===== src/design/poly_mem_pkg.sv =====
package poly_mem_pkg;

	localparam int buffer_size = 1024;
	localparam int coef_depth = 128;
	localparam int poly_count = 8;

	// one word address covers data, coefficients and degrees
	typedef logic [11:0] mem_addr_t;
	typedef logic [9:0] data_addr_t;
	typedef logic [15:0] mem_word_t;

	localparam mem_addr_t coef_base = 12'd1024;
	localparam mem_addr_t degree_base = 12'd1152;
	localparam mem_addr_t degree_end = 12'd1160;

	localparam int data_aw = $clog2(buffer_size);
	localparam int coef_aw = $clog2(coef_depth);
	localparam int degree_aw = $clog2(poly_count);

endpackage


===== src/design/store_port_if.sv =====
`timescale 1ns/1ps

interface store_port_if;
	import poly_mem_pkg::*;

	logic req;
	logic we;
	mem_addr_t addr;
	mem_word_t wdata;
	mem_word_t rdata;
	logic gnt;

	// request fields stay steady until gnt is seen in the same cycle
	modport requester
	(
		output req, we, addr, wdata,
		input gnt, rdata
	);

	modport arbiter
	(
		input req, we, addr, wdata,
		output gnt, rdata
	);

endinterface


===== src/design/store_arbiter.sv =====
`timescale 1ns/1ps

module store_arbiter
(
	input logic clk,
	input logic rst,
	store_port_if.arbiter host,
	store_port_if.arbiter eval,
	output logic mem_en,
	output logic mem_we,
	output poly_mem_pkg::mem_addr_t mem_addr,
	output poly_mem_pkg::mem_word_t mem_wdata,
	input poly_mem_pkg::mem_word_t mem_rdata
);

	logic host_rd_q;
	logic eval_rd_q;

	// the host always wins and the evaluator only gets idle host cycles
	assign host.gnt = host.req;
	assign eval.gnt = eval.req && !host.req;

	assign mem_en = host.req || eval.req;
	assign mem_we = host.req ? host.we : eval.we;
	assign mem_addr = host.req ? host.addr : eval.addr;
	assign mem_wdata = host.req ? host.wdata : eval.wdata;

	always_ff @(posedge clk or negedge rst)
	begin
		if (!rst)
		begin
			host_rd_q <= 1'b0;
			eval_rd_q <= 1'b0;
		end
		else
		begin
			host_rd_q <= host.gnt && !host.we;
			eval_rd_q <= eval.gnt && !eval.we;
		end
	end

	// read data goes back only to whoever issued the read last cycle
	assign host.rdata = host_rd_q ? mem_rdata : '0;
	assign eval.rdata = eval_rd_q ? mem_rdata : '0;

	// a waiting evaluator keeps its read steady until it is granted
	a_eval_holds: assert property (@(posedge clk) disable iff (!rst)
		(eval.req && !eval.gnt) |=> (eval.req && $stable(eval.addr)));

endmodule


===== src/flat_wrapper.sv =====
// flat-port wrapper written by rule: the top's interface ports become plain ports
module store_arbiter_flat 
  (clk, rst, mem_en, mem_we, mem_addr, mem_wdata, mem_rdata, host_req, host_we, host_addr, host_wdata, host_gnt, host_rdata, eval_req, eval_we, eval_addr, eval_wdata, eval_gnt, eval_rdata);
  store_port_if host_i ();
  store_port_if eval_i ();
  input logic clk;
  input logic rst;
  output logic mem_en;
  output logic mem_we;
  output poly_mem_pkg::mem_addr_t mem_addr;
  output poly_mem_pkg::mem_word_t mem_wdata;
  input poly_mem_pkg::mem_word_t mem_rdata;
  input wire logic [$bits(host_i.req)-1:0] host_req;
  input wire logic [$bits(host_i.we)-1:0] host_we;
  input wire logic [$bits(host_i.addr)-1:0] host_addr;
  input wire logic [$bits(host_i.wdata)-1:0] host_wdata;
  output wire logic [$bits(host_i.gnt)-1:0] host_gnt;
  output wire logic [$bits(host_i.rdata)-1:0] host_rdata;
  input wire logic [$bits(eval_i.req)-1:0] eval_req;
  input wire logic [$bits(eval_i.we)-1:0] eval_we;
  input wire logic [$bits(eval_i.addr)-1:0] eval_addr;
  input wire logic [$bits(eval_i.wdata)-1:0] eval_wdata;
  output wire logic [$bits(eval_i.gnt)-1:0] eval_gnt;
  output wire logic [$bits(eval_i.rdata)-1:0] eval_rdata;
  assign host_i.req = host_req;
  assign host_i.we = host_we;
  assign host_i.addr = host_addr;
  assign host_i.wdata = host_wdata;
  assign host_gnt = host_i.gnt;
  assign host_rdata = host_i.rdata;
  assign eval_i.req = eval_req;
  assign eval_i.we = eval_we;
  assign eval_i.addr = eval_addr;
  assign eval_i.wdata = eval_wdata;
  assign eval_gnt = eval_i.gnt;
  assign eval_rdata = eval_i.rdata;
  store_arbiter u_core (.clk(clk), .rst(rst), .host(host_i), .eval(eval_i), .mem_en(mem_en), .mem_we(mem_we), .mem_addr(mem_addr), .mem_wdata(mem_wdata), .mem_rdata(mem_rdata));
endmodule

===== config.mk =====
export PLATFORM = sky130hd
export DESIGN_NAME = store_arbiter_flat
export DESIGN_NICKNAME = d
export VERILOG_FILES = /design/src/design/poly_mem_pkg.sv /design/src/design/store_port_if.sv /design/src/design/store_arbiter.sv /design/src/flat_wrapper.sv
export SDC_FILE = /design/constraint.sdc
export NUM_CORES = 1
export LEC_CHECK = 0
export BUFFER_PORTS_ARGS = -buffer_cell sky130_fd_sc_hd__buf_4
export CAP_MARGIN = 20
export CORE_UTILIZATION = 24
export DETAILED_ROUTE_END_ITERATION = 10
export GPL_ROUTABILITY_DRIVEN = 0
export PLACE_DENSITY = 0.78
export SLEW_MARGIN = 10
export SYNTH_ARGS = -nofsm -noshare
export SYNTH_HDL_FRONTEND = slang
export SYNTH_SLANG_ARGS = --single-unit
export TNS_END_PERCENT = 5

===== constraint.sdc =====
create_clock -name clk -period 0.8 [get_ports clk]
set_input_delay 0.12 -clock clk [delete_from_list [all_inputs] [get_ports clk]]
set_output_delay 0.12 -clock clk [all_outputs]
set_load 0.005 [all_outputs]

* Word level (Yosys, flattened, before mapping) *
Index checks and enable logic that the tools add are counted.
W data, S select, Z words.

cells by class
  $lt $le $gt $ge = 0
  equality and inequality tests = 0
  $mul = 0
  reduce and logical (&&, ||, !) cells = 7
  div/mod/pow operators = 0
  shift operators = 0
  multiplexer cells = 5
  add/sub/neg operators = 0
  bitwise operators = 0

operator list
  cell                 number
  $mux W16             3
  $mux W12             1
  $logic_and A1 B1 Y1  3
  $logic_not A1 Y1     3
  $logic_or A1 B1 Y1   1
  $mux W1              1

storage, ports and cells
  ROM bits = 0
  bits in writable memories = 0
  bits of input ports = 78
  word-level logic and storage cells = 14
  output and inout port bits = 64
  latch bits = 0
  register bits after elaboration = 2
  memories kept = 0

* Logic depth before layout (Yosys ltp) *
  word-level depth = 3
  depth in mapped cells = 3
  mapped depth without buffers = 1

* Worst setup path after synthesis *
Ideal clock, no wire load.

  kind = register -> output
  from = reg u_core.eval_rd_q
  to = out eval_rdata[15]
  buffers on the path = 1
  cell stages (with the launch flop) = 3
  data required time = 680 ps
  setup slack = -46 ps
  arrival time = 726 ps
  cell sequence = dfrtp_1 -> clkbuf_1 -> and2_1

between the ends
  cells in the longest elaborated chain, start to end = 1

ends and longest elaborated chain
  item                    RTL line             text
  from (decl)             store_arbiter.sv:17  logic eval_rd_q;
  from (signal assigned)  store_arbiter.sv:38  eval_rd_q <= eval.gnt && !eval.we;
  $mux W16                store_arbiter.sv:44  assign eval.rdata = eval_rd_q ? mem_rdata : '0;
  to (decl)               flat_wrapper.sv:24   output wire logic [$bits(eval_i.rdata)-1:0] eval_rdata;

Every way passes these cells.

* Worst setup path after layout *
  from = reg u_core.host_rd_q
  to = out host_rdata[3]

between the ends
  cells in the longest elaborated chain, start to end = 1

ends and longest elaborated chain
  item                    RTL line             text
  from (decl)             store_arbiter.sv:16  logic host_rd_q;
  from (signal assigned)  store_arbiter.sv:37  host_rd_q <= host.gnt && !host.we;
  $mux W16                store_arbiter.sv:43  assign host.rdata = host_rd_q ? mem_rdata : '0;
  to (decl)               flat_wrapper.sv:18   output wire logic [$bits(host_i.rdata)-1:0] host_rdata;

Every way passes these cells.

==> run_results.csv <==
group,metric,value,unit
status,status,"finished, violations left",
status,violations,"negative setup slack",
synth,yosysMostFrequentCell,"and2_1",
synth,synth-seq-area-share,0.06431,
global_route,grt_pass1_vias,1148,
power_and_ir_drop,cellPowerDensity,653.9,nW/um2
final_layout,drive_gt1_frac,0.9442,
synth,synth_fa_ha_area_frac,0,
final_layout,fin_nets,295,
global_route,globalRouteOverflowTotal,0,
clock_network,clock-root-buffer,"clkbuf_4",
synth,yosysTopAreaCellShare,0.5016,
routing,drcViolationCount,0,
die,start_util,0.2549,
timing,setup_ws,-337.7,ps
die,io_pins,142,
global_route,grt_antenna_before_repair,0,
final_layout,area.growth.synth_to_final,178.0,%
synth,syn_area_per_cell,10.52,um2
die,core,3053,um2
synth,synthFlopType,"dfrtp_1",
die,die_area,3475,um2
routing,drt_wl_total,3479,um
timing,max-slew-margin-rel,0.8597,
global_route,grt_max_degree,35,
die,rows,20,
synth,synth_area,778.2,um2
timing,min_period,1138,ps
run,cap_viol_max_count,0,
die,dieHeight,58.95,um
final_layout,n_antenna_cell,0,
synth,yosys.area_share.xor_xnor,0,
power_and_ir_drop,ir_drop,0.0004249,V
setup_path,cp_max_fo,16,
synth,synth-compound-area-share,0,
clock_network,cts_tree,"done",
clock_network,path_clk_slew,30,ps
timing,slew_violations,0,
routing,routed_via_density,4.251,
synth,netlist-cell-type-count,11,
worst_hold_path,holdCritPathClass,"input port to register",
routing,avgRoutedWirePerCell,13.43,um
synth,ys_warn_count,0,
timing,worst_pin_slew,210.5,ps
setup_path,worstPathArrival,1020,ps
timing,setup_violations,61,
setup_path,critPathSlowestCell,"dfrtp_1",
timing,max_freq,879.0,MHz
power_and_ir_drop,p_leak,1.186,nW
routing,drtIter0Drc,28,
setup_path,worst_ep_required_time,680,ps
global_route,grt_usage,0.1877,
place,portBuffers,141,
setup_path,startpoint_type,"register",
place,dp_hpwl,2756,um
synth,ys_ff_latch,2,
setup_path,crit_path_end_kind,"output port",
synth,synth_nets,152,
timing,rsz0062_at_grt,"true",
timing,hold_viol_final,0,
setup_path,cp_cell_sequence,"buf_12 -> and2_1 -> buf_4",
synth,synthCells,74,
synth,synth_commonest_cells,"and2_1 (32), mux2_4 (26), mux2_2 (3)",
setup_path,crit_type,"register to output port",
die,die_x,58.95,um
routing,dr.pass1.iters,4,
clock_network,tritoncts.num_buffers,3,
global_route,grt_pass1_wl,4892,um
routing,via_count,1101,
clock_network,cts_max_path_buffers,2,
synth,muxShareOfSynthArea,0.5450,
setup_path,critPathMaxStageDelay,380,ps
synth,synth_edf_count,0,
timing,fin_tns_setup,-13250,ps
synth,synth-simple-area-share,0.2910,
synth,synth_top_family_by_area,"multiplexers",
synth,yosys-top-cells-area,"mux2_4 (50%), and2_1 (26%), dfrtp_1 (6.4%), buf_12 (5.1%), mux2_2 (4.3%)",
timing,period_share,1.422,
routing,antenna_left,0,
synth,synthArstFlopShare,1.000,
clock_network,htreeDepth,1,
timing,hold_ws,54.00,ps
synth,yosys.area.top_type,"mux2_4",
clock_network,cts.sinks,2,
-- critical path: cells and delay by family (launching register included) --
family	cells	cell delay (ps)
buf+inv	2	280
simple gates	1	130
flops	1	380
-- layer usage --
metal  up-vias  global-route usage  part of all wire
li1        528                   -                 -
met1       489              0.1678              0.29
met2        82              0.3929              0.59
met3         2             0.06593              0.11
met4         0             0.03741            0.0040
met5         -                   0                 0
-- final cells by class --
type	count	area [um2]
clock buffers	3	22.52
fillers	222	889.6
multi-input cells	65	719.4
flip-flops and latches	2	51.30
well taps	44	55.05
repair buffers	145	1315
-- path summary, 6_finish.rpt --
path                       cells after the start                    endpoint                  startpoint
max                                            3               host_rdata[3]  u_core.host_rd_q$_DFF_PN0_
min                                            2  u_core.host_rd_q$_DFF_PN0_                     host_we
max in group asynchronous                      2  u_core.eval_rd_q$_DFF_PN0_                         rst
min in group asynchronous                      2  u_core.eval_rd_q$_DFF_PN0_                         rst
-- cell usage in the layout, fill, tap and decap left out --
master and n:
buf_6 51, buf_12 1, mux2_2 2, mux2_4 27
and2_4 25, buf_4 91, dfrtp_1 1, dlygate4sd3_1 1
dfrtp_2 1, nor2b_1 2, nor3b_1 1, buf_16 1
or2_4 1, and2_1 7, clkbuf_4 3
-- per-stage QoR --
step	total power [mW]	instances	setup slack (ps)	util	instance area, um2
final	1.415	259	-337.7	0.7086	2163
after global placement	0.9963	253	-395.6	0.6008	1834
after global routing	1.505	259	-381.7	0.7086	2163
after detailed placement	1.010	253	-405.4	0.6008	1834
after CTS	1.404	259	-352.7	0.6922	2113
after floorplan	0.4526	74	-36.23	-	779.5
-- logic make-up (layout without fill, tap and decap cells) --
logic type	after synthesis	after routing
mux	29	29
flops	2	2
buf+inv	7	148
simple gates	36	36
-- registers in the layout, indices dropped and copies added (netlist names) --
| signal | count |
|---|---|
| u_core.host_rd_q | 1 |
| u_core.eval_rd_q | 1 |
-- what timing repair did --
action,4_1_cts,5_1_grt
buffers inserted,2,0
endpoints found under the setup margin,64,62
endpoints found under the hold margin,2,0
pin swaps,13,3
gates resized for setup,68,16
hold buffers,1,0
-- power by group --
group          switching (mW)  internal [mW]  total (mW)
Sequential            0.00362          0.107       0.110
Clock                  0.0625          0.166       0.228
Combinational           0.299          0.776        1.08
Total                   0.366           1.05        1.41
Note: power is estimated with default switching activity, not from simulation.
