--- src/design/poly_mem_pkg.sv ---
package poly_mem_pkg;

	localparam int buffer_size = 1024;
	localparam int coef_depth = 128;
	localparam int poly_count = 8;

	// one word address covers data, coefficients and degrees
	typedef logic [11:0] mem_addr_t;
	typedef logic [9:0] data_addr_t;
	typedef logic [15:0] mem_word_t;

	localparam mem_addr_t coef_base = 12'd1024;
	localparam mem_addr_t degree_base = 12'd1152;
	localparam mem_addr_t degree_end = 12'd1160;

	localparam int data_aw = $clog2(buffer_size);
	localparam int coef_aw = $clog2(coef_depth);
	localparam int degree_aw = $clog2(poly_count);

endpackage

--- src/design/store_port_if.sv ---
`timescale 1ns/1ps

interface store_port_if;
	import poly_mem_pkg::*;

	logic req;
	logic we;
	mem_addr_t addr;
	mem_word_t wdata;
	mem_word_t rdata;
	logic gnt;

	// request fields stay steady until gnt is seen in the same cycle
	modport requester
	(
		output req, we, addr, wdata,
		input gnt, rdata
	);

	modport arbiter
	(
		input req, we, addr, wdata,
		output gnt, rdata
	);

endinterface

--- src/design/host_port.sv ---
`timescale 1ns/1ps

module host_port
(
	input logic clk,
	input logic rst,
	input logic host_wr,
	input logic host_rd,
	input poly_mem_pkg::mem_addr_t host_addr,
	input poly_mem_pkg::mem_word_t host_wdata,
	output poly_mem_pkg::mem_word_t host_rdata,
	output logic host_rd_valid,
	store_port_if.requester bus
);
	import poly_mem_pkg::*;

	logic req_q;
	logic we_q;
	mem_addr_t addr_q;
	mem_word_t wdata_q;

	// a write strobe wins if both arrive together
	always_ff @(posedge clk or negedge rst)
	begin
		if (!rst)
		begin
			req_q <= 1'b0;
			we_q <= 1'b0;
			host_rd_valid <= 1'b0;
		end
		else
		begin
			if (host_wr || host_rd)
			begin
				req_q <= 1'b1;
				we_q <= host_wr;
			end
			else if (bus.gnt)
				req_q <= 1'b0;
			host_rd_valid <= bus.req && bus.gnt && !bus.we;
		end
	end

	always_ff @(posedge clk)
	begin
		if (host_wr || host_rd)
		begin
			addr_q <= host_addr;
			wdata_q <= host_wdata;
		end
	end

	assign bus.req = req_q;
	assign bus.we = we_q;
	assign bus.addr = addr_q;
	assign bus.wdata = wdata_q;

	// store data lands together with host_rd_valid
	assign host_rdata = bus.rdata;

	a_no_strobe_pending: assert property (@(posedge clk) disable iff (!rst)
		bus.req |-> !(host_wr || host_rd));

endmodule

--- src/flat_wrapper.sv ---
// flat-port wrapper written by rule: the top's interface ports become plain ports
module host_port_flat import poly_mem_pkg::*;
  (clk, rst, host_wr, host_rd, host_addr, host_wdata, host_rdata, host_rd_valid, bus_req, bus_we, bus_addr, bus_wdata, bus_gnt, bus_rdata);
  store_port_if bus_i ();
  input logic clk;
  input logic rst;
  input logic host_wr;
  input logic host_rd;
  input poly_mem_pkg::mem_addr_t host_addr;
  input poly_mem_pkg::mem_word_t host_wdata;
  output poly_mem_pkg::mem_word_t host_rdata;
  output logic host_rd_valid;
  output wire logic [$bits(bus_i.req)-1:0] bus_req;
  output wire logic [$bits(bus_i.we)-1:0] bus_we;
  output wire logic [$bits(bus_i.addr)-1:0] bus_addr;
  output wire logic [$bits(bus_i.wdata)-1:0] bus_wdata;
  input wire logic [$bits(bus_i.gnt)-1:0] bus_gnt;
  input wire logic [$bits(bus_i.rdata)-1:0] bus_rdata;
  assign bus_req = bus_i.req;
  assign bus_we = bus_i.we;
  assign bus_addr = bus_i.addr;
  assign bus_wdata = bus_i.wdata;
  assign bus_i.gnt = bus_gnt;
  assign bus_i.rdata = bus_rdata;
  host_port u_core (.clk(clk), .rst(rst), .host_wr(host_wr), .host_rd(host_rd), .host_addr(host_addr), .host_wdata(host_wdata), .host_rdata(host_rdata), .host_rd_valid(host_rd_valid), .bus(bus_i));
endmodule
--- config.mk ---
export PLATFORM = sky130hd
export DESIGN_NAME = host_port_flat
export DESIGN_NICKNAME = d
export VERILOG_FILES = /design/src/design/poly_mem_pkg.sv /design/src/design/store_port_if.sv /design/src/design/host_port.sv /design/src/flat_wrapper.sv
export SDC_FILE = /design/constraint.sdc
export NUM_CORES = 1
export LEC_CHECK = 0
export BUFFER_PORTS_ARGS = -buffer_cell sky130_fd_sc_hd__buf_2
export CAP_MARGIN = 15
export CORE_MARGIN = 2
export CORE_UTILIZATION = 23
export DETAILED_ROUTE_END_ITERATION = 12
export PLACE_DENSITY = 0.66
export SETUP_SLACK_MARGIN = 0.02
export SLEW_MARGIN = 20
export SYNTH_ARGS = -nofsm -noshare
export SYNTH_HDL_FRONTEND = slang
export SYNTH_SLANG_ARGS = --single-unit
--- constraint.sdc ---
create_clock -name clk -period 0.8 [get_ports clk]
set_input_delay 0.04 -clock clk [delete_from_list [all_inputs] [get_ports clk]]
set_output_delay 0.04 -clock clk [all_outputs]
set_load 0.02 [all_outputs]
After elaboration in Yosys (flattened, before gate mapping):

Index checks and enable logic that the tools add are counted.
W data, S select, Z words.

* bits in latches: 0
* logic and storage cells: 12
* bits in writable memories: 0
* register bits after elaboration: 31
* memory bits (read-only): 0
* input port bits: 49
* memories: 0

* div/mod/pow operators: 0
* mux-type cells: 2
* add/subtract/negate cells: 0
* eq/ne operators: 0
* shifts and indexed selects: 0
* bitwise gates (word level): 0
* reduce and logical (&&, ||, !) cells: 5
* $mul: 0
* $lt $le $gt $ge: 0

Operators by type and width (number)
* $logic_and A1 B1 Y1: 2
* $mux W1: 2
* $reduce_bool A2 Y1: 1
* $logic_not A1 Y1: 1
* $logic_or A1 B1 Y1: 1

Longest topological paths before layout:

Gate-level depths: netlist (run 1).

* depth in word-level cells: 2
* depth in mapped cells: 2

Least setup slack after synthesis (run 1):

No wires, ideal clock.

* path kind: register to register
* from: register, netlist name u_core.bus.we
* to: register u_core.we_q, in the netlist u_core.bus.we
* path buffers: 0
* cell stages (with the launch flop): 2
* data required time: 0.681 ns
* arrival time: 0.646 ns
* setup slack: 0.035 ns
* cell sequence: dfrtp_1 > a21o_2

RTL lines
* end signal: assignment: RTL line host_port.sv:36 `we_q <= host_wr;`
* end: declaration: RTL line host_port.sv:18 `logic we_q;`

Worst setup path in the final report (run 1):

* from: register u_core.wdata_q[5], in the netlist u_core.bus.wdata[5]
* to: output port bus_wdata[5]

RTL lines
* start: declaration: RTL line host_port.sv:20 `mem_word_t wdata_q;`
* start signal: assignment: RTL line host_port.sv:49 `wdata_q <= host_wdata;`
* end: declaration: RTL line flat_wrapper.sv:16 `output wire logic [$bits(bus_i.wdata)-1:0] bus_wdata;`

No word-level cell between the ends.

==> impl_metrics.csv, run 1 <==
group,metric,value,unit
critical_path,worstSetupStartpoint,"u_core.bus.wdata[5]",
die,die_y,72.4,um
clocking,cts-htree-levels,2,
cells_and_area,drive_gt1_share,52.1,%
critical_path,crit_path_start_kind,"flip-flop",
clocking,clk_pin_slew_worst_paths,0.07,ns
critical_path,crit_fanout,1,
die,start_util,24.2,%
die,rows,24,
global_route,grt-ovfl-total,0,
timing,max_slew.worst_pin.slew,0.398,ns
synthesis,netlist_area,1080,um2
global_route,grt_pass1_vias,825,
timing,finClkSkew,0.0000689,ns
min_path,holdPathStages,3,
status,failed_checks,"setup timing",
drt,dr.pass1.iters,2,
synthesis,synth-seq-area-share,85.1,%
timing,max_freq,1150,MHz
critical_path,reg2reg_depth,2,
critical_path,worstPathRequired,0.76,ns
placed_design,dp.cells,153,
drt,dr_total_vias,747,
critical_path,cp_slowest_cell,"edfxtp_1",
min_path,hp-start,"host_rd",
power,power.density,2150,nW/um2
power,vdd_drop_max,1.10,mV
timing,grt_setup_unrepaired,"true",
placed_design,dp_slack,-0.0730,ns
clocking,cts_sinks,31,
drt,routed_wl,2400,um
drt,drcViolationCount,0,
critical_path,crit_chain,"buf_6",
die,pin_count,96,
critical_path,arrival,0.83,ns
clocking,root_buffer,"clkbuf_8",
critical_path,crit_type,"flip-flop to output port",
power,p_leak,0.843,nW
clocking,clk_path_buf_depth,2,
die,dieArea,5240,um2
timing,hold_viol_final,0,
cells_and_area,fin_nets,190,
critical_path,max_stage_delay,0.40,ns
run,drv_cap,0,
drt,wire_per_inst,12.4,um
critical_path,r2r-end,"u_core.bus.we",
synthesis,yosys_warnings,0,
critical_path,reg2reg_slack,-0.02,ns
synthesis,syn_inst,54,
critical_path,path_buf_inv,1,
global_route,antenna_found_initial,0,
cells_and_area,final-instance-count-excl-fill,194,
min_path,min_path_type,"input pin to flip-flop",
timing,relSlewSlack,73.5,%
clocking,clock_latency,0.27,ns
synthesis,postSynthAreaPerCell,19.9,um2
synthesis,syn_nets,103,
timing,drv_slew,0,
timing,fin_crit,0.870,ns
drt,ant_nets,0,
global_route,grt_use_total,9.66,%
die,core_area,4440,um2
timing,fin_crit_sh,109,%
synthesis,yosysUniqueCellTypes,9,
clocking,numCtsBuffers,5,
placed_design,place_hpwl,1710,um
timing,fin_setup_tns,-1.22,ns
status,outcome,"finished, violations left",
synthesis,ys_seq_elements,31,
placed_design,gp_congestion,0.701,
min_path,whs_endpoint,"u_core.bus.we",
cells_and_area,n_antenna_cell,0,
critical_path,r2r-start,"u_core.bus.we",
critical_path,cp_top_family,"flip-flops",
placed_design,portBuffers,63,
drt,drtIter0Drc,33,
drt,vias_per_cell,3.85,
cells_and_area,syn_to_final_growth,79.3,%
timing,timing.final.ws_setup,-0.0698,ns
die,die_w,72.4,um
timing,setup_violations,32,
clocking,cts_tree,"done",
global_route,grt_pass1_wl,3750,um
global_route,grt_max_degree,30,
critical_path,end_kind,"output port",
[cells in the mapped netlist]
library cell / number / area [um2]
or2_4: 1 / 8.76
nand2_1: 1 / 3.75
edfxtp_1: 28 / 841
nor2_1: 1 / 3.75
dfrtp_1: 3 / 75.1
inv_1: 2 / 7.51
a21o_1: 1 / 7.51
buf_4: 16 / 120
a21o_2: 1 / 8.76
[per-layer routing]
layer | track usage (%) | vias up | routed length, um
li1 | - | 349 | -
met4 | 5.14 | 0 | 103
met1 | 9.21 | 336 | 846
met2 | 16.3 | 45 | 1210
met3 | 5.69 | 17 | 236
met5 | 0 | - | 0
[metrics by stage]
stage / power [mW] / cell area [um2] / util [%] / hold WS, ns
3_3_place_gp: 2.43 / 1340 / 30.1 / -0.167
2_1_floorplan: 2.33 / 1080 / - / -0.256
6_report: 4.14 / 1930 / 43.4 / 0.0646
4_1_cts: 4.09 / 1810 / 40.8 / 0.0546
5_1_grt: 4.34 / 1930 / 43.4 / 0.0597
3_5_place_dp: 2.44 / 1340 / 30.1 / -0.159
[worst max path at each step]
stage                           endpoint  cells past startpoint
floorplan                  u_core.bus.we                      1
global placement    u_core.bus.wdata[11]                      2
detailed placement    u_core.bus.addr[2]                      2
CTS                         bus_wdata[5]                      1
global route                bus_wdata[5]                      1
finish                      bus_wdata[5]                      1
[repair_timing]
| item | in CTS | in global routing |
|---|---|---|
| hold buffers | 31 | 0 |
| resized for setup | 16 | 35 |
| endpoints found under the hold margin | 33 | 0 |
| buffers inserted | 1 | 1 |
| setup endpoints to repair | 31 | 32 |
| pin swaps | 0 | 0 |
[registers in the layout (all words and copies together), names as in the netlist]
signal                count
u_core.bus.we             1
u_core.host_rd_valid      1
u_core.bus.req            1
u_core.bus.wdata         16
u_core.bus.addr          12
[cell type report]
type	instances	area [um2]
clock buffers	5	68.8
well taps	52	65.1
fillers	421	2510
repair buffers	96	801
inverters	2	7.51
clock inverters	3	38.8
flip-flops and latches	31	916
multi-input cells	5	32.5
[power breakdown]
| part | internal, mW | switching (mW) | leakage [nW] | total [mW] |
|---|---|---|---|---|
| sequential | 1.93 | 0.0597 | 0.319 | 1.99 |
| combinational | 0.387 | 0.307 | 0.468 | 0.694 |
| clock | 0.910 | 0.554 | 0.0556 | 1.46 |
[kinds of logic (layout without fill, tap and decap cells)]
logic type	after synthesis	after routing	share of synthesized area, %
buffers and inverters	18	106	11.9
AO/OA/AOI/OAI	2	2	1.51
flip-flops	31	31	85.1
AND/OR/NAND/NOR	3	3	1.51
[cells in the final DEF (no fill, tap or decap), drive strengths merged]
| master | n |
|---|---|
| dlygate4sd3 | 31 |
| inv | 2 |
| clkinv | 2 |
| buf | 65 |
| dfrtp | 3 |
| bufinv | 1 |
| nand2 | 1 |
| or2 | 1 |
| edfxtp | 28 |
| a21o | 2 |
| nor2 | 1 |
| clkbuf | 5 |
No activity file was read; power rests on OpenSTA's default activity.
==> inputs of run 2 (changes only) <==
REMOVE_ABC_BUFFERS = 1   (was not set)
SETUP_SLACK_MARGIN = not set   (was 0.02)
==> run 2 against run 1 <==
  * The run still ends with setup timing left
  * Sequential share of layout area increased by 0.19 points
  * Count of clock-buffer cells in the layout rose by 3
  * Via count up 2.5%
  * Die area unchanged
  * Core utilization shrank 0.17 points
  * Worst hold slack got worse by 0.018 ns
  * Cell count did not move
  * Critical path type unchanged
==> impl_metrics.csv, run 2 (synthesized netlist as in run 1, its figures left out) <==
group,metric,value,unit
die,rows,24,
cells_and_area,largest_reg_flops,16,
power,power,4.01,mW
placed_design,portBuffers,63,
clocking,cts-htree-levels,2,
drt,routed_wl,2610,um
drt,drcViolationCount,0,
drt,routed.top_layer,"met4",
die,die_y,72.4,um
timing,finClkSkew,0.0000749,ns
critical_path,max_stage_delay,0.40,ns
timing,holdWs,0.0468,ns
timing,setup_violations,32,
placed_design,gp_congestion,0.662,
global_route,grt-ovfl-total,0,
timing,fin_crit_sh,107,%
clocking,root_buffer,"clkbuf_8",
cells_and_area,n_antenna_cell,0,
critical_path,worstSetupStartpoint,"u_core.bus.we",
die,dieArea,5240,um2
placed_design,place_hpwl,1830,um
timing,hold_viol_final,0,
clocking,clock_latency,0.28,ns
global_route,antenna_found_initial,0,
critical_path,end_kind,"output port",
min_path,hp-start,"host_rd",
min_path,min_path_type,"input pin to flip-flop",
timing,grt_setup_unrepaired,"true",
status,failed_checks,"setup timing",
clocking,clk_pin_slew_worst_paths,0.06,ns
timing,drv_slew,0,
critical_path,crit_chain,"buf_6",
cells_and_area,fin_area,1920,um2
timing,fin_crit,0.860,ns
cells_and_area,syn_to_final_growth,78.6,%
clocking,clk_path_buf_depth,2,
critical_path,reg2reg_slack,-0.01,ns
power,power.density,2090,nW/um2
timing,max_freq,1160,MHz
clocking,numCtsBuffers,5,
clocking,cts_tree,"done",
run,drv_cap,0,
die,core_area,4440,um2
cells_and_area,final_cell_mix,"buf_2 (38), dlygate4sd3_1 (31), edfxtp_1 (28)",
critical_path,r2r-end,"u_core.bus.we",
status,outcome,"finished, violations left",
timing,max_slew.worst_pin.slew,0.394,ns
placed_design,placed_area,1340,um2
global_route,grt_max_degree,30,
drt,wl_met1,852,um
global_route,grt_pass1_wl,3870,um
timing,relSlewSlack,73.7,%
cells_and_area,fin_nets,190,
critical_path,worstPathRequired,0.76,ns
cells_and_area,drive_gt1_share,52.1,%
drt,drtIter0Drc,25,
die,die_w,72.4,um
die,start_util,24.2,%
global_route,grt_pass1_vias,808,
power,vdd_drop_max,0.876,mV
power,p_leak,0.839,nW
min_path,whs_endpoint,"u_core.bus.we",
critical_path,arrival,0.82,ns
timing,timing.final.ws_setup,-0.0600,ns
die,pin_count,96,
critical_path,path_buf_inv,1,
drt,dr_total_vias,766,
critical_path,reg2reg_depth,2,
cells_and_area,post-route-util,43.2,%
min_path,holdPathStages,3,
global_route,grt_use_total,10.3,%
critical_path,crit_type,"flip-flop to output port",
placed_design,dp_slack,-0.0661,ns
drt,vias_per_cell,3.95,
critical_path,crit_path_start_kind,"flip-flop",
cells_and_area,final_common_cell,"buf_2",
drt,dr.pass1.iters,3,
drt,dr_wl_met2,1330,um
clocking,cts_sinks,31,
critical_path,cp_slowest_cell,"dfrtp_1",
critical_path,crit_fanout,2,
critical_path,r2r-start,"u_core.bus.we",
critical_path,cp_top_family,"flip-flops",
drt,ant_nets,0,
drt,wire_per_inst,13.4,um
drt,wl_met3,371,um
## run 2: area by class of cell
| cell class | count | area (um2) |
|---|---|---|
| Sequential cell | 31 | 916 |
| Tap cell | 52 | 65.1 |
| Inverter | 2 | 7.51 |
| Multi-Input combinational cell | 5 | 32.5 |
| Fill cell | 417 | 2520 |
| Clock buffer | 8 | 100 |
| Timing Repair Buffer | 96 | 801 |
## run 2: power by group
group	internal (mW)	leakage, nW	switching [mW]
clock network	0.784	0.0515	0.545
logic	0.387	0.468	0.307
registers	1.93	0.319	0.0598
total	3.10	0.839	0.912
## run 2: what timing repair did
action,in CTS,in global routing
setup buffers,1,1
hold buffers,31,0
pin swaps,0,0
resized for setup,21,30
endpoints found under the hold margin,33,0
setup endpoints to repair,31,32
## run 2: worst max-delay path by stage
stage | to | slack, ns | depth (start not counted)
after floorplan | u_core.bus.we | 0.04 | 1
after global placement | u_core.bus.req | -0.06 | 3
after detailed placement | u_core.bus.req | -0.07 | 3
after CTS | bus_req | -0.08 | 1
after global routing | bus_wdata[4] | -0.10 | 1
final | bus_we | -0.06 | 1
## run 2: metal layers
layer | GRT usage, % | up-vias
met5 | 0 | -
met4 | 4.94 | 0
met3 | 7.08 | 6
met2 | 16.6 | 64
met1 | 10.1 | 349
li1 | - | 347
## run 2: stage by stage
step,instances,TNS (ns)
6_report,194,-1.31
5_1_grt,194,-2.42
3_3_place_gp,153,-1.64
3_5_place_dp,153,-1.83
2_1_floorplan,38,0
4_1_cts,193,-1.75
==> inputs of run 3 (changes only) <==
--- a/config.mk
+++ b/config.mk
@@ -6,4 +6,5 @@
 export NUM_CORES = 1
 export LEC_CHECK = 0
+export ABC_AREA = 1
 export BUFFER_PORTS_ARGS = -buffer_cell sky130_fd_sc_hd__buf_2
 export CAP_MARGIN = 15
==> constraint.sdc (replaced) <==
create_clock -name clk -period 0.8 [get_ports clk]
set_input_delay 0.04 -clock clk [delete_from_list [all_inputs] [get_ports clk]]
set_output_delay 0.04 -clock clk [all_outputs]
set_load 0.05 [all_outputs]
==> run 3 against run 2 <==
  * Critical endpoint is now bus_wdata[7]
  * Largest cell class unchanged
  * The flow still finishes with violations (setup timing)
  * Combinational power increased by 56%
  * Core utilization grew 1.5 points
  * Count of clock-buffer cells in the layout down 1
  * Setup slack worse by 0.037 ns
  * Non-clock buffer count grew 3
  * Synthesized cell count grew 7.4%
  * Largest power group unchanged
  * Flip-flop and latch count unchanged
  * Routed wire length increased by 6.6%
  * Critical path depth is the same
==> impl_metrics.csv, run 3 <==
group,metric,value,unit
timing,finClkSkew,0.000332,ns
critical_path,cp_slowest_cell,"edfxtp_1",
die,dieArea,5260,um2
critical_path,cp_top_family,"flip-flops",
timing,setup_violations,32,
timing,fin_crit_sh,112,%
drt,routed_wl,2780,um
cells_and_area,post-route-util,44.8,%
critical_path,reg2reg_slack,0.02,ns
synthesis,netlist_top_cells_count,"edfxtp_1 (28), buf_4 (16), nand2_1 (5)",
critical_path,crit_chain,"buf_6",
critical_path,arrival,0.86,ns
die,start_util,24.3,%
cells_and_area,final_cell_mix,"dlygate4sd3_1 (32), buf_2 (32), buf_6 (31)",
critical_path,max_stage_delay,0.41,ns
cells_and_area,fillers,393,
timing,max_freq,1120,MHz
critical_path,r2r-start,"u_core.bus.req",
run,drv_cap,0,
placed_design,dp_slack,-0.00870,ns
min_path,min_path_type,"input pin to flip-flop",
drt,drtIter0Drc,45,
die,core_area,4440,um2
global_route,grt_max_degree,16,
synthesis,yosysUniqueCellTypes,7,
clocking,cts_tree,"done",
placed_design,gp_congestion,0.692,
cells_and_area,fin_nets,197,
synthesis,synth_area_leaders,"edfxtp_1 (78%), buf_4 (11%), dfrtp_1 (7.0%), nand2_1 (1.7%), inv_1 (1.4%)",
cells_and_area,drive_gt1_share,49.7,%
critical_path,worstSetupStartpoint,"u_core.bus.wdata[7]",
timing,timing.final.ws_setup,-0.0968,ns
global_route,grt_pass1_vias,881,
timing,drv_slew,0,
timing,fin_crit,0.897,ns
timing,relSlewSlack,88.0,%
cells_and_area,fin_area,1990,um2
synthesis,ys_seq_elements,31,
cells_and_area,syn_to_final_growth,84.4,%
synthesis,synthFlopType,"edfxtp_1",
drt,dr.pass1.iters,4,
timing,grt_setup_unrepaired,"true",
critical_path,critical_path_depth,1,
synthesis,postSynthAreaPerCell,18.6,um2
placed_design,place_hpwl,1830,um
status,failed_checks,"setup timing",
drt,drcViolationCount,0,
drt,wire_per_inst,13.8,um
synthesis,synth_top_area_share,77.9,%
global_route,antenna_found_initial,0,
critical_path,crit_end,"bus_wdata[7]",
critical_path,end_kind,"output port",
clocking,clock_latency,0.27,ns
synthesis,async_flop_share,9.68,%
clocking,root_buffer,"clkbuf_8",
synthesis,syn_inst,58,
critical_path,crit_fanout,1,
clocking,numCtsBuffers,5,
critical_path,worstPathRequired,0.76,ns
die,pin_count,96,
synthesis,netlist_area,1080,um2
critical_path,r2r-end,"u_core.bus.req",
clocking,clk_pin_slew_worst_paths,0.06,ns
die,die_w,72.5,um
timing,max_slew.worst_pin.slew,0.180,ns
cells_and_area,largest_reg_flops,16,
critical_path,path_buf_inv,1,
drt,dr_total_vias,796,
cells_and_area,n_antenna_cell,0,
drt,ant_nets,0,
critical_path,crit_path_start_kind,"flip-flop",
timing,hold_viol_final,0,
global_route,grt-ovfl-total,0,
placed_design,portBuffers,63,
drt,vias_per_cell,3.96,
synthesis,synth_area_leader_cell,"edfxtp_1",
synthesis,synth-seq-area-share,84.8,%
clocking,cts-htree-levels,2,
critical_path,reg2reg_depth,3,
synthesis,yosys_warnings,0,
die,die_y,72.5,um
power,vdd_drop_max,1.20,mV
power,power.density,2110,nW/um2
global_route,grt_pass1_wl,4120,um
power,p_leak,0.875,nW
power,power,4.19,mW
critical_path,crit_type,"flip-flop to output port",
global_route,grt_use_total,11.0,%
placed_design,placed_area,1380,um2
clocking,clk_path_buf_depth,2,
clocking,cts_sinks,31,
die,rows,24,
synthesis,synth.most_common_cell,"edfxtp_1",
status,outcome,"finished, violations left",
synthesis,synth_edf_count,28,
-- run 3: changes by cell type after synthesis --
| cell | previous run | this run |
|---|---|---|
| a21o_1 | 1 | 0 |
| a21o_2 | 1 | 0 |
| inv_1 | 2 | 4 |
| nand2_1 | 1 | 5 |
| nor2_2 | 0 | 1 |
| or2_4 | 1 | 0 |
-- run 3: cell type report --
class / instances / area [um2] / area share (%)
inverter: 4 / 15.0 / 0.754
clock buffer: 7 / 76.3 / 3.83
tap: 52 / 65.1 / 3.27
timing repair buffer: 99 / 885 / 44.4
clock inverter: 1 / 5.00 / 0.251
multi-input combinational: 7 / 28.8 / 1.45
sequential: 31 / 916 / 46.0
-- run 3: metal layers --
| metal | part of all wire, % | track usage (%) | vias to the layer above |
|---|---|---|---|
| li1 | - | - | 362 |
| met1 | 35 | 10.3 | 371 |
| met2 | 53 | 18.6 | 59 |
| met3 | 11 | 6.25 | 4 |
| met4 | 1.7 | 6.17 | 0 |
| met5 | 0 | 0 | - |
-- run 3: power breakdown --
group	internal, mW	switching [mW]	leakage, nW
Clock	0.608	0.506	0.0422
Sequential	1.93	0.0682	0.319
Combinational	0.445	0.640	0.514
Total	2.98	1.21	0.875
-- run 3: worst min path at each step --
| stage | cells past startpoint | to | slack, ns | from |
|---|---|---|---|---|
| 3_3_place_gp | 1 | u_core.host_rd_valid | -0.16 | rst |
| 5_1_grt | 4 | u_core.bus.we | 0.06 | host_rd |
| 6_report | 4 | u_core.bus.we | 0.04 | host_rd |
| 3_5_place_dp | 1 | u_core.host_rd_valid | -0.16 | rst |
| 2_1_floorplan | 0 | u_core.bus.req | -0.26 | rst |
| 4_1_cts | 4 | u_core.bus.we | 0.02 | host_rd |
-- run 3: stage by stage --
step	hold slack (ns)	std cells	setup TNS, ns
4_1_cts	0.0199	200	-2.32
6_report	0.0359	201	-1.76
3_3_place_gp	-0.161	159	0
5_1_grt	0.0565	201	-2.88
2_1_floorplan	-0.256	42	-5.92
3_5_place_dp	-0.159	159	-0.176
-- run 3: cells by family (layout without fill, tap and decap cells) --
group                  after synthesis  in the layout  synth area share, %
and+or+nand+nor                      7              7                 2.67
buffers and inverters               20            111                 12.5
DFF                                 31             31                 84.8
-- run 3: what timing repair did --
item,CTS,global route
hold endpoints to repair,34,0
setup endpoints to repair,31,31
setup buffers,1,1
gates resized for setup,62,0
pin swaps,0,0
hold buffers,32,0
