[src/design/poly_mem_pkg.sv]
package poly_mem_pkg;

	localparam int buffer_size = 1024;
	localparam int coef_depth = 128;
	localparam int poly_count = 8;

	// one word address covers data, coefficients and degrees
	typedef logic [11:0] mem_addr_t;
	typedef logic [9:0] data_addr_t;
	typedef logic [15:0] mem_word_t;

	localparam mem_addr_t coef_base = 12'd1024;
	localparam mem_addr_t degree_base = 12'd1152;
	localparam mem_addr_t degree_end = 12'd1160;

	localparam int data_aw = $clog2(buffer_size);
	localparam int coef_aw = $clog2(coef_depth);
	localparam int degree_aw = $clog2(poly_count);

endpackage

[src/design/poly_eval_pkg.sv]
package poly_eval_pkg;

	typedef logic [2:0] poly_sel_t;
	typedef logic [4:0] degree_t;
	typedef logic [4:0] point_count_t;
	typedef logic [31:0] result_t;

	// status word: {14'b0, degree used, polynomial, point address}
	typedef logic [31:0] status_t;

	localparam status_t status_idle = '1;
	localparam degree_t max_degree = 5'd15;

	typedef enum logic [2:0]
	{
		ev_idle,
		ev_deg_req,
		ev_deg_wait,
		ev_x_req,
		ev_x_wait,
		ev_coef_req,
		ev_coef_wait
	} eval_state_t;

	typedef enum logic [1:0]
	{
		b_idle,
		b_launch,
		b_wait,
		b_end
	} batch_state_t;

endpackage

[src/design/store_port_if.sv]
`timescale 1ns/1ps

interface store_port_if;
	import poly_mem_pkg::*;

	logic req;
	logic we;
	mem_addr_t addr;
	mem_word_t wdata;
	mem_word_t rdata;
	logic gnt;

	// request fields stay steady until gnt is seen in the same cycle
	modport requester
	(
		output req, we, addr, wdata,
		input gnt, rdata
	);

	modport arbiter
	(
		input req, we, addr, wdata,
		output gnt, rdata
	);

endinterface

[src/design/poly_point_eval.sv]
`timescale 1ns/1ps

module poly_point_eval
(
	input logic clk,
	input logic rst,
	input logic start_point,
	input poly_eval_pkg::poly_sel_t sel,
	input poly_mem_pkg::data_addr_t point_addr,
	store_port_if.requester bus,
	output logic done_point,
	output poly_eval_pkg::result_t result,
	output poly_eval_pkg::status_t status
);
	import poly_mem_pkg::*;
	import poly_eval_pkg::*;

	eval_state_t state;
	degree_t idx_q;
	poly_sel_t sel_q;
	data_addr_t addr_q;
	degree_t deg_q;
	mem_word_t x_q;
	result_t acc_q;
	result_t next_acc;
	degree_t deg_clip;
	mem_addr_t rd_addr;

	// one Horner step, wrapping at 32 bits
	assign next_acc = acc_q * result_t'(x_q) + result_t'(bus.rdata);

	assign deg_clip = (bus.rdata > mem_word_t'(max_degree)) ? max_degree
		: degree_t'(bus.rdata);

	always_comb
	begin
		case (state)
			ev_deg_req:
				rd_addr = degree_base + mem_addr_t'(sel_q);
			ev_x_req:
				rd_addr = mem_addr_t'(addr_q);
			default:
				rd_addr = coef_base + mem_addr_t'({sel_q, idx_q[3:0]});
		endcase
	end

	assign bus.req = (state == ev_deg_req) || (state == ev_x_req) || (state == ev_coef_req);
	assign bus.we = 1'b0;
	assign bus.addr = rd_addr;
	assign bus.wdata = '0;

	always_ff @(posedge clk or negedge rst)
	begin
		if (!rst)
		begin
			state <= ev_idle;
			idx_q <= '0;
			done_point <= 1'b0;
			result <= '0;
			status <= status_idle;
		end
		else
		begin
			done_point <= 1'b0;
			case (state)
				ev_idle:
					if (start_point)
						state <= ev_deg_req;
				ev_deg_req:
					if (bus.gnt)
						state <= ev_deg_wait;
				ev_deg_wait:
				begin
					idx_q <= deg_clip;
					state <= ev_x_req;
				end
				ev_x_req:
					if (bus.gnt)
						state <= ev_x_wait;
				ev_x_wait:
					state <= ev_coef_req;
				ev_coef_req:
					if (bus.gnt)
						state <= ev_coef_wait;
				ev_coef_wait:
				begin
					// coefficient 0 was the last read of this point
					if (idx_q == '0)
					begin
						done_point <= 1'b1;
						result <= next_acc;
						status <= status_t'({deg_q, sel_q, addr_q});
						state <= ev_idle;
					end
					else
					begin
						idx_q <= idx_q - 1'b1;
						state <= ev_coef_req;
					end
				end
				default:
					state <= ev_idle;
			endcase
		end
	end

	always_ff @(posedge clk)
	begin
		case (state)
			ev_idle:
				if (start_point)
				begin
					sel_q <= sel;
					addr_q <= point_addr;
				end
			ev_deg_wait:
				deg_q <= deg_clip;
			ev_x_wait:
			begin
				x_q <= bus.rdata;
				acc_q <= '0;
			end
			ev_coef_wait:
				acc_q <= next_acc;
			default:
				acc_q <= acc_q;
		endcase
	end

endmodule

[src/flat_wrapper.sv]
// flat-port wrapper written by rule: the top's interface ports become plain ports
module poly_point_eval_flat import poly_mem_pkg::*; import poly_eval_pkg::*;
  (clk, rst, start_point, sel, point_addr, done_point, result, status, bus_req, bus_we, bus_addr, bus_wdata, bus_gnt, bus_rdata);
  store_port_if bus_i ();
  input logic clk;
  input logic rst;
  input logic start_point;
  input poly_eval_pkg::poly_sel_t sel;
  input poly_mem_pkg::data_addr_t point_addr;
  output logic done_point;
  output poly_eval_pkg::result_t result;
  output poly_eval_pkg::status_t status;
  output wire logic [$bits(bus_i.req)-1:0] bus_req;
  output wire logic [$bits(bus_i.we)-1:0] bus_we;
  output wire logic [$bits(bus_i.addr)-1:0] bus_addr;
  output wire logic [$bits(bus_i.wdata)-1:0] bus_wdata;
  input wire logic [$bits(bus_i.gnt)-1:0] bus_gnt;
  input wire logic [$bits(bus_i.rdata)-1:0] bus_rdata;
  assign bus_req = bus_i.req;
  assign bus_we = bus_i.we;
  assign bus_addr = bus_i.addr;
  assign bus_wdata = bus_i.wdata;
  assign bus_i.gnt = bus_gnt;
  assign bus_i.rdata = bus_rdata;
  poly_point_eval u_core (.clk(clk), .rst(rst), .start_point(start_point), .sel(sel), .point_addr(point_addr), .bus(bus_i), .done_point(done_point), .result(result), .status(status));
endmodule
[config.mk]
export PLATFORM = sky130hd
export DESIGN_NAME = poly_point_eval_flat
export DESIGN_NICKNAME = d
export VERILOG_FILES = /design/src/design/poly_mem_pkg.sv /design/src/design/poly_eval_pkg.sv /design/src/design/store_port_if.sv /design/src/design/poly_point_eval.sv /design/src/flat_wrapper.sv
export SDC_FILE = /design/constraint.sdc
export NUM_CORES = 1
export LEC_CHECK = 0
export ABC_AREA = 1
export BUFFER_PORTS_ARGS = -buffer_cell sky130_fd_sc_hd__buf_2
export CORE_ASPECT_RATIO = 0.7
export CORE_MARGIN = 2
export CORE_UTILIZATION = 45
export CTS_CLUSTER_SIZE = 14
export DETAILED_ROUTE_END_ITERATION = 8
export SYNTH_ARGS = -nofsm -noshare
export SYNTH_HDL_FRONTEND = slang
export SYNTH_SLANG_ARGS = --single-unit
[constraint.sdc]
create_clock -name clk -period 12.75 [get_ports clk]
set_input_delay 1.9125 -clock clk [delete_from_list [all_inputs] [get_ports clk]]
set_output_delay 1.9125 -clock clk [all_outputs]
set_load 0.01 [all_outputs]
-- Yosys cells after proc, flatten, opt, wreduce, memory -nomap -nowiden
Cells that the tools add are included.
- equality and inequality tests: 11
- multipliers: 1
- add/subtract/negate cells: 4
- magnitude comparators: 1
- multiplexer cells: 13
- reductions and logical operators: 10
- operators with widths (operator ; count):
    $pmux W32 S2 ; 1
    $add A32 B16 Y32 ; 1
    $mul A32 B16 Y32 ; 1
    $pmux W12 S2 ; 1
    $pmux W3 S7 ; 1
    $gt A16 B4 Y1 const B ; 1
    $mux W3 ; 5
    $add A11 B3 Y12 const A ; 1
    $add A11 B7 Y12 const A ; 1
    $mux W5 ; 2
    $ne A2 B2 Y1 const B ; 5
    $pmux W5 S2 ; 1
    $eq A3 B3 Y1 const B ; 3
    $eq A3 B2 Y1 const B ; 2
    $reduce_and A2 Y1 ; 3
    $logic_not A5 Y1 ; 1
    $sub A5 B1 Y5 const B ; 1
    $reduce_and A4 Y1 ; 1
    $reduce_bool A2 Y1 ; 2
    $eq A3 B1 Y1 const B ; 1
    $logic_not A3 Y1 ; 1
    $logic_or A1 B1 Y1 ; 2
    $mux W1 ; 2
- bits in registers: 139
- input bits: 33
- logic and storage cells: 50

-- Logic depth before layout (Yosys ltp)
Gate-level depths: netlist of the first run.
- depth after elaboration: 3
- mapped depth: 30
- gate-level depth less buffers: 28

-- Worst setup path before layout of the first run
Ideal clock, no wire load.
- kind: input to register
- start point: input port bus_rdata[9]
- end point: register u_core.acc_q[16] (data pin)
- stages on the path: 16
- arrival: 5.397 ns
- setup slack: 7.099 ns
- required time: 12.495 ns
- cells stage by stage: inv_1 > fa_1 > inv_1 > fa_1 > fa_1 > inv_1 > fa_1 > inv_1 > ha_1 > a21o_1 > a21oi_1 > nand2_2 > a21oi_1 > o21ai_1 > xor2_1 > and2_1
- word-level cells in the longest chain between the ends: 2
- RTL lines (item ; line ; source):
    start, declared ; flat_wrapper.sv:18 ; input wire logic [$bits(bus_i.rdata)-1:0] bus_rdata;
    $add A32 B16 Y32 ; poly_point_eval.sv:30 ; assign next_acc = acc_q * result_t'(x_q) + result_t'(bus.rdata);
    $pmux W32 S2 ; poly_point_eval.sv:109 ; case (state)
    end signal, assigned ; poly_point_eval.sv:124 ; acc_q <= next_acc;
    end signal, assigned ; poly_point_eval.sv:126 ; acc_q <= acc_q;
    end, declared ; poly_point_eval.sv:24 ; result_t acc_q;
Every way passes these cells.
A chain may end at the register's enable or synchronous reset.

-- Worst setup path in the final report of the first run
- start point: register u_core.x_q[10]
- end point: register u_core.result[23]
- word-level cells in the longest chain between the ends: 2
- RTL lines (item ; line ; source):
    start, declared ; poly_point_eval.sv:23 ; mem_word_t x_q;
    start signal, assigned ; poly_point_eval.sv:120 ; x_q <= bus.rdata;
    $mul A32 B16 Y32 ; poly_point_eval.sv:30 ;
    $add A32 B16 Y32 ; poly_point_eval.sv:30 ;
    end signal, assigned ; poly_point_eval.sv:91 ; result <= next_acc;
    end, declared ; poly_point_eval.sv:12 ; output poly_eval_pkg::result_t result,
Every way passes these cells.

==> results of run 1 <==
worst max-delay path, cell delays in order, from the launching register on:
cell      delay, ps
edfxtp_1       1020
nand2_1         200
fa_1            580
inv_1            50
fa_1            550
fa_1            430
fa_1            450
fa_1            500
inv_1            60
fa_1            480
inv_1            40
ha_1            350
a21oi_1         260
o21ai_0         190
a21oi_1         420
a21oi_1         170
o21ai_0         260
nand3_1         180
nand2_1         130
cell type report:
class | count | area share
Inverter | 683 | 0.131
Sequential cell | 126 | 0.180
Timing Repair Buffer | 127 | 0.0349
Multi-Input combinational cell | 1327 | 0.589
Tap cell | 535 | 0.0343
Clock buffer | 22 | 0.0271
Clock inverter | 10 | 0.00347
sequential cells by signal (all words and copies together), names as in the netlist, 5 cells and up:
signal and cells:
u_core.acc_q 32, u_core.idx_q 5, u_core.x_q 16, u_core.status 19, u_core.result 32, u_core.deg_q 5
u_core.addr_q 10
placed cells by master, fill, tap and decap left out, types with 8 or more instances in the layout:
cell,instances
a21oi_1,33
buf_2,109
buf_4,18
clkbuf_16,20
conb_1,19
dfrtp_1,41
dfstp_2,19
edfxtp_1,66
fa_1,319
ha_1,84
inv_1,677
nand2_1,610
nand2_2,10
nand3_1,35
nand4_1,8
nor2_1,64
o21ai_0,48
xnor2_1,11
xor2_1,14
metal layers:
metal | vias to the layer above | part of all wire | global-route usage
met5 | - | 0 | 0
met4 | 0 | 0.013 | 0.0480
met3 | 49 | 0.059 | 0.0332
met2 | 429 | 0.46 | 0.386
met1 | 6875 | 0.47 | 0.352
li1 | 6391 | - | -
worst min path at each step:
| stage | start | endpoint | slack [ps] | cells past startpoint |
|---|---|---|---|---|
| 6_report | u_core.deg_q[3] | u_core.status[16] | 440 | 2 |
| 5_1_grt | u_core.status[1] | u_core.status[1] | 480 | 2 |
| 4_1_cts | u_core.deg_q[3] | u_core.status[16] | 450 | 2 |
| 3_5_place_dp | u_core.deg_q[3] | u_core.status[16] | 430 | 2 |
| 3_3_place_gp | u_core.deg_q[3] | u_core.status[16] | 430 | 2 |
| 2_1_floorplan | u_core.deg_q[0] | u_core.status[13] | 430 | 2 |
per-stage QoR:
stage	cell area, um2	instances
floorplan	18200	2265
global placement	18900	2798
detailed placement	18900	2798
CTS	19500	2830
global route	19500	2830
finish	19500	2830
kinds of logic after synthesis:
logic type / Yosys count / share of synthesized area
other: 1 / 0.000207
and+or+nand+nor: 757 / 0.167
adders and majority gates: 403 / 0.410
buffers and inverters: 812 / 0.177
AOI/OAI and AO/OA: 122 / 0.0391
DFF: 126 / 0.193
xor gates and xnor gates: 26 / 0.0130
==> flow_summary.ini, run 1 <==
[status]
status = finished, final reports clean

[final_layout]
final_util = 0.491
seq_area_mm2 = 0.00351
multi_input_area_mm2 = 0.0115
diodes = 0
syn_to_final_growth_pct = 7.54
fin_nets = 2718
num-fill-cells = 3909
drive_gt1_frac = 0.0937

[floorplanning]
die-height_um = 172
num_rows = 61
coreArea_mm2 = 0.0397
die_w_um = 244
dieArea_mm2 = 0.0419
start_util = 0.457
io_pins = 128

[yosys]
yosys.area.top_type = fa_1
syn_area_mm2 = 0.0181
ys_seq_area_frac = 0.193
yosysWarningCount = 0
ys.flop_type = edfxtp_1
synth_area_leaders = fa_1 (35%), inv_1 (14%), nand2_1 (13%)
synth_cell_types = 51
ys_ff_latch = 126
yosysMostFrequentCell = inv_1
synth_edf_count = 66
ys_top_cells_by_count = inv_1 (677), nand2_1 (610), fa_1 (319)
yosys.area.top_type_share = 0.352
syn_inst = 2247
ys_async_sr_fraction = 0.476
synth.avg_cell_area_um2 = 8.07

[clocking]
cts.htree.levels = 4
clock_latency_ps = 430
cts.sinks = 126
clkTransAtPathRegs_ps = 60
cts_resized = 0
cts_made_buffers = 17
postCtsSetupRepairBufs = 0
cts_hold_buf = 0
cts_root_buf = clkbuf_16
cts_tree = yes
clockBufferDepth = 2

[critical_path]
r2r_slack_ps = 6360
r2r-end = u_core.result[23]
cp-start-kind = register
critical_path_arrival_ps = 6750
critical_path.max_fanout = 22
r2r_start = u_core.x_q[10]
crit_end = u_core.result[23]
r2r_cells = 18
critical_path_class = register to register
cp-end-kind = register
crit_path_start = u_core.x_q[10]
cp.required_ps = 13110

[sta]
whs_ps = 444
skew_ps = 12.1
max_clock_freq_ghz = 0.157
fin_setup_tns_ps = 0
setup_ws_ps = 6360
max_slew_margin = 0.229
tightest_slew_ps = 1150
hold_viol = 0
finalMaxSlewViolations = 0
period_needed_ps = 6390
fin_crit_sh = 0.501
rsz0062_at_grt = no
final-setup-viol-count = 0

[placement]
gp_congestion = 0.904
hpwl_mm = 38.4
place_ws_ps = 6490
portBuffers = 109

[detailed_routing]
drt-wirelength-per-cell_um = 16.7
detail_route.wirelength_mm = 47.3
drt_iter0_markers = 953
via_count = 13700
viasPerCell = 4.86
drc = 0
dr.pass1.iters = 6
antenna_left = 0

[job]
max-cap-violations = 0

[global_route]
overflow = 0
grt_max_degree = 81
antenna_found_initial = 0
first_global_vias = 14400
grt_pass1_wl_mm = 78.5
grt.total_usage = 0.241

[worst_hold_path]
hp-class = register to register
Power of run 1 is left out: the tool's default activity adds up to more than one toggle a clock period on the data nets, which glitch-free logic cannot reach.
==> run 2: changes to the inputs <==
clock period = 5.8 ns   (was 12.75 ns; I/O delays follow)
==> run 2 against run 1 <==
Net effect:
- the run now ends with setup timing left
- first-iteration DRC count is 3.6% higher
- via count up 6.2%
- flip-flop and latch count did not move
- non-clock buffer count is 173 higher
- sequential share of layout area is 2.0 points lower
- final cell count is 6.1% higher
- global-route usage is 1.2 points higher
- die area is the same
- fmax grew 9.8%
- register-to-register slack worse by 6400 ps
- cell area grew 13%
- hold slack gained 5.9 ps
- critical path type unchanged
- largest cell class unchanged
- highest routed layer unchanged
==> flow_summary.ini, run 2 (synthesis results as in run 1) <==
[critical_path]
cp-start-kind = register
r2r_start = u_core.acc_q[7]
cp_common_cell = fa_1
critical_path_arrival_ps = 5980
crit_path_start = u_core.acc_q[7]
cp-end-kind = register
critical_path.max_fanout = 6
critical_path_class = register to register
path_delay_family = adder cells
critical_path_buf_inv_count = 7
cp.required_ps = 5970
worstPathCellList = buf_12 > clkbuf_4 > nand2_1 > fa_1 > inv_1 > fa_1 > fa_2 > fa_2 > fa_1 > inv_1 > fa_1 > inv_2 > ha_4 > nand2_4 > buf_4 > nor3_4 > nand4_1 > nand3_4 > a21o_1 > nand2_1 > inv_2 > nor3_2
max_stage_delay_ps = 630
cp_slowest_cell = fa_2

[sta]
tightest_slew_ps = 1150
finalMaxSlewViolations = 0
fin_crit_sh = 1.00
max_slew_margin = 0.229
period_needed_ps = 5810
final-setup-viol-count = 1
max_clock_freq_ghz = 0.172
rsz0062_at_grt = yes
skew_ps = 16.5
hold_viol = 0
setup_ws_ps = -14.1

[floorplanning]
coreArea_mm2 = 0.0397
dieArea_mm2 = 0.0419
io_pins = 128
start_util = 0.457
num_rows = 61
die_w_um = 244
die-height_um = 172

[status]
violations = setup timing
status = complete, but fails checks

[final_layout]
fin_nets = 2891
num-fill-cells = 3680
layout_common_cells = inv_1 (662), nand2_1 (584), fa_1 (307)
finalInstanceArea_mm2 = 0.0220
final_util = 0.553
final_common_cell = inv_1
diodes = 0
reg_top3 = u_core.acc_q: 32 flops, u_core.result: 32 flops, u_core.status: 19 flops
seq_area_mm2 = 0.00351
multi_input_area_mm2 = 0.0122
syn_to_final_growth_pct = 21.2
drive_gt1_frac = 0.206

[clocking]
clkTransAtPathRegs_ps = 70
cts_made_buffers = 17
cts_tree = yes
cts.sinks = 126
clock_latency_ps = 450
cts_root_buf = clkbuf_16
cts.htree.levels = 4
clockBufferDepth = 2

[detailed_routing]
via_count = 14600
viasPerCell = 4.86
antenna_left = 0
drt-wirelength-per-cell_um = 17.4
drt_iter0_markers = 987
dr.pass1.iters = 5
detail_route.wirelength_mm = 52.3
drc = 0

[global_route]
grt_max_degree = 81
grt_pass1_wl_mm = 81.2
antenna_found_initial = 0
first_global_vias = 14800
grt.total_usage = 0.253
overflow = 0

[job]
max-cap-violations = 0

[worst_hold_path]
hp-class = register to register
min_from = u_core.deg_q[4]

[placement]
gp_congestion = 0.947
hpwl_mm = 41.2
portBuffers = 109
place_ws_ps = -508
placed_area_mm2 = 0.0201
[run 2: cell types whose count changed in the layout (fill, tap and decap cells not counted), sizes merged]
cell      before  now
buf          127  296
bufinv         0    1
clkbuf        22   21
clkinv         6    5
clkinvlp       0    2
inv          687  690
[run 2: routing by layer]
metal | vias to the layer above | global-route usage | wire [um]
li1 | 6747 | - | -
met1 | 7293 | 0.380 | 24700
met2 | 472 | 0.380 | 22800
met3 | 86 | 0.0444 | 3720
met4 | 0 | 0.0636 | 1060
met5 | - | 0 | 0
[run 2: path summary, 6_finish.rpt]
kind                                endpoint  slack [ps]  depth (start not counted)
min in group asynchronous  u_core.result[25]         610                          2
max in group asynchronous   u_core.result[0]        4660                          2
min reg2reg                u_core.status[17]         450                          2
max reg2reg                 u_core.acc_q[25]         -10                         22
max                         u_core.acc_q[25]         -10                         22
min                        u_core.status[17]         450                          2
[run 2: through the flow]
stage / hold slack (ps) / instances / setup TNS, ps
after floorplan: 426 / 2265 / 0
after global placement: 434 / 2920 / -2120
after detailed placement: 435 / 2920 / -1880
after CTS: 452 / 2962 / -10.5
after global routing: 466 / 3003 / -1480
final: 450 / 3003 / -14.1
[run 2: layout make-up]
cell class | instances | share of cell area
multi-input combinational | 1327 | 0.555
sequential | 126 | 0.160
inverter | 683 | 0.117
timing repair buffer | 300 | 0.111
tap | 535 | 0.0305
clock buffer | 17 | 0.0194
clock inverter | 15 | 0.00769
[run 2: timing repair]
action / CTS / global route
hold buffers: 0 / 0
pin swaps: 4 / 63
endpoints found under the hold margin: 0 / 0
setup endpoints to repair: 11 / 35
buffers inserted: 10 / 37
cloned: 0 / 4
gates resized for setup: 14 / 165
[run 2: worst reg2reg max path: stages (launching register included)]
cell      delay, ps
edfxtp_1        380
buf_12          140
clkbuf_4        200
nand2_1         100
fa_1            510
inv_1            50
fa_1            490
fa_2            630
fa_2            450
fa_1            490
inv_1            50
fa_1            500
inv_2            50
ha_4            300
nand2_4          80
buf_4           140
nor3_4          250
nand4_1         200
nand3_4         180
a21o_1          170
nand2_1          70
inv_2            60
nor3_2           40
Power of run 2 is left out for the same reason.
==> run 3: changes to the inputs <==
CORE_MARGIN = 1   (was 2)
CORE_UTILIZATION = 30   (was 45)
PLACE_DENSITY = 0.58   (was unset)
==> run 3 against run 2 <==
Net effect:
- the run now ends clean
- routed wire length is 5.7% lower
- fmax is 1.6% higher
- setup slack better by 89 ps
- register-to-register slack better by 90 ps
- die area is 47% higher
- via count is 3.8% lower
- critical path depth is 3 higher
- first-iteration DRC count is 7.9% lower
- clock-buffer cell count stayed put
- flip-flop and latch count stayed put
- critical path type unchanged
==> flow_summary.ini, run 3 (synthesis results as in run 1) <==
[placement]
gp_congestion = 0.900
portBuffers = 109
place_ws_ps = -83.8
hpwl_mm = 40.5
dp.cells = 3180
placed_area_mm2 = 0.0204

[job]
max-cap-violations = 0

[global_route]
grt_max_degree = 61
overflow = 0
first_global_vias = 13600
grt.total_usage = 0.161
antenna_found_initial = 1
grt_pass1_wl_mm = 77.2

[final_layout]
finalInstanceArea_mm2 = 0.0222
drive_gt1_frac = 0.199
fin_nets = 2873
final_util = 0.376
layout_common_cells = inv_1 (665), nand2_1 (587), fa_1 (306)
final_common_cell = inv_1
stdcell_count = 3249
reg_top3 = u_core.acc_q: 32 flops, u_core.result: 32 flops, u_core.status: 19 flops
syn_to_final_growth_pct = 22.2

[clocking]
clock_latency_ps = 440
cts_made_buffers = 17
cts_root_buf = clkbuf_16
cts_tree = yes
cts.htree.levels = 4
clkTransAtPathRegs_ps = 60
cts.sinks = 126
clockBufferDepth = 2

[critical_path]
critical_path_class = register to register
cp-end-kind = register
critical_path.max_fanout = 11
critical_path_arrival_ps = 5890
cp-start-kind = register
r2r_cells = 25
cp.required_ps = 5970

[detailed_routing]
drt_iter0_markers = 909
routed.top_layer = met4
met1_length_mm = 25.2
via_count = 14000
antenna_left = 0
wl_met2_mm = 20.7
dr.pass1.iters = 5
drt-wirelength-per-cell_um = 15.2
dr_wl_met3_mm = 2.95
viasPerCell = 4.32
drc = 0
detail_route.wirelength_mm = 49.3

[worst_hold_path]
hp-class = register to register
holdPathStages = 2

[sta]
skew_ps = 11.9
rsz0062_at_grt = yes
max_slew_margin = 0.346
finalMaxSlewViolations = 0
final-setup-viol-count = 0
period_needed_ps = 5730
fin_crit_sh = 0.987
setup_ws_ps = 74.6
max_clock_freq_ghz = 0.175
hold_viol = 0
tightest_slew_ps = 977

[floorplanning]
num_rows = 74
dieArea_mm2 = 0.0614
die-height_um = 208
die_w_um = 296
io_pins = 128
coreArea_mm2 = 0.0590
start_util = 0.307

[status]
status = finished, final reports clean
[run 3: changes by cell type in the layout (fill, tap and decap cells not counted), moves of 3 or more]
cell     previous run  this run
a31oi_2             3         0
buf_4             141       133
buf_6              19         9
inv_1             662       665
inv_2              20        17
nand2_1           584       587
nand3_1            31        28
nand3_2             4         8
nor2_2              8        11
nor2_4              7         2
[run 3: path summary, 6_finish.rpt]
kind | slack [ps] | start | endpoint
min | 450 | u_core.deg_q[3] | u_core.status[16]
max | 70 | u_core.x_q[5] | u_core.acc_q[31]
min in group asynchronous | 600 | rst | u_core.result[29]
max reg2reg | 70 | u_core.x_q[5] | u_core.acc_q[31]
max in group asynchronous | 4690 | rst | u_core.result[9]
min reg2reg | 450 | u_core.deg_q[3] | u_core.status[16]
[run 3: layout make-up]
type                    instances  area [um2]
repair buffers                282        2290
clock inverters                15         173
inverters                     683        2560
multi-input cells            1327       12200
clock buffers                  17         425
fillers                      6057       36800
diodes                          1        2.50
flip-flops and latches        126        3510
well taps                     798         998
[run 3: what timing repair did]
action                                  CTS  global route
endpoints found under the setup margin   22            36
gates cloned                              0             5
gates resized for setup                   4           156
hold buffers                              0             0
pin swaps                                 0            43
buffers inserted                          6            25
[run 3: metrics by stage]
step                      setup TNS, ps  hold slack (ps)
after detailed placement           -390              436
after floorplan                       0              426
after global routing              -1060              471
after CTS                         -9.32              452
final                                 0              448
after global placement             -258              431
[run 3: metal layers]
metal	up-vias	GRT usage
met4	0	0.0279
met5	-	0
met3	28	0.0271
met1	6947	0.260
li1	6705	-
met2	356	0.223
[run 3: critical path, stage by stage, from the launching register on]
cell	delay [ps]
edfxtp_1	430
buf_4	200
clkbuf_16	170
nand2_1	70
fa_1	510
inv_1	60
fa_1	470
inv_1	50
fa_1	480
fa_1	540
inv_1	50
fa_1	520
inv_2	50
fa_1	510
inv_2	40
ha_4	260
buf_6	110
nand2_4	60
nor3_4	200
nand2_2	100
nor3_2	170
nand2_2	100
nand2_2	100
nand3_2	90
nand2_2	70
nor2_2	30
Power of run 3 is left out for the same reason.
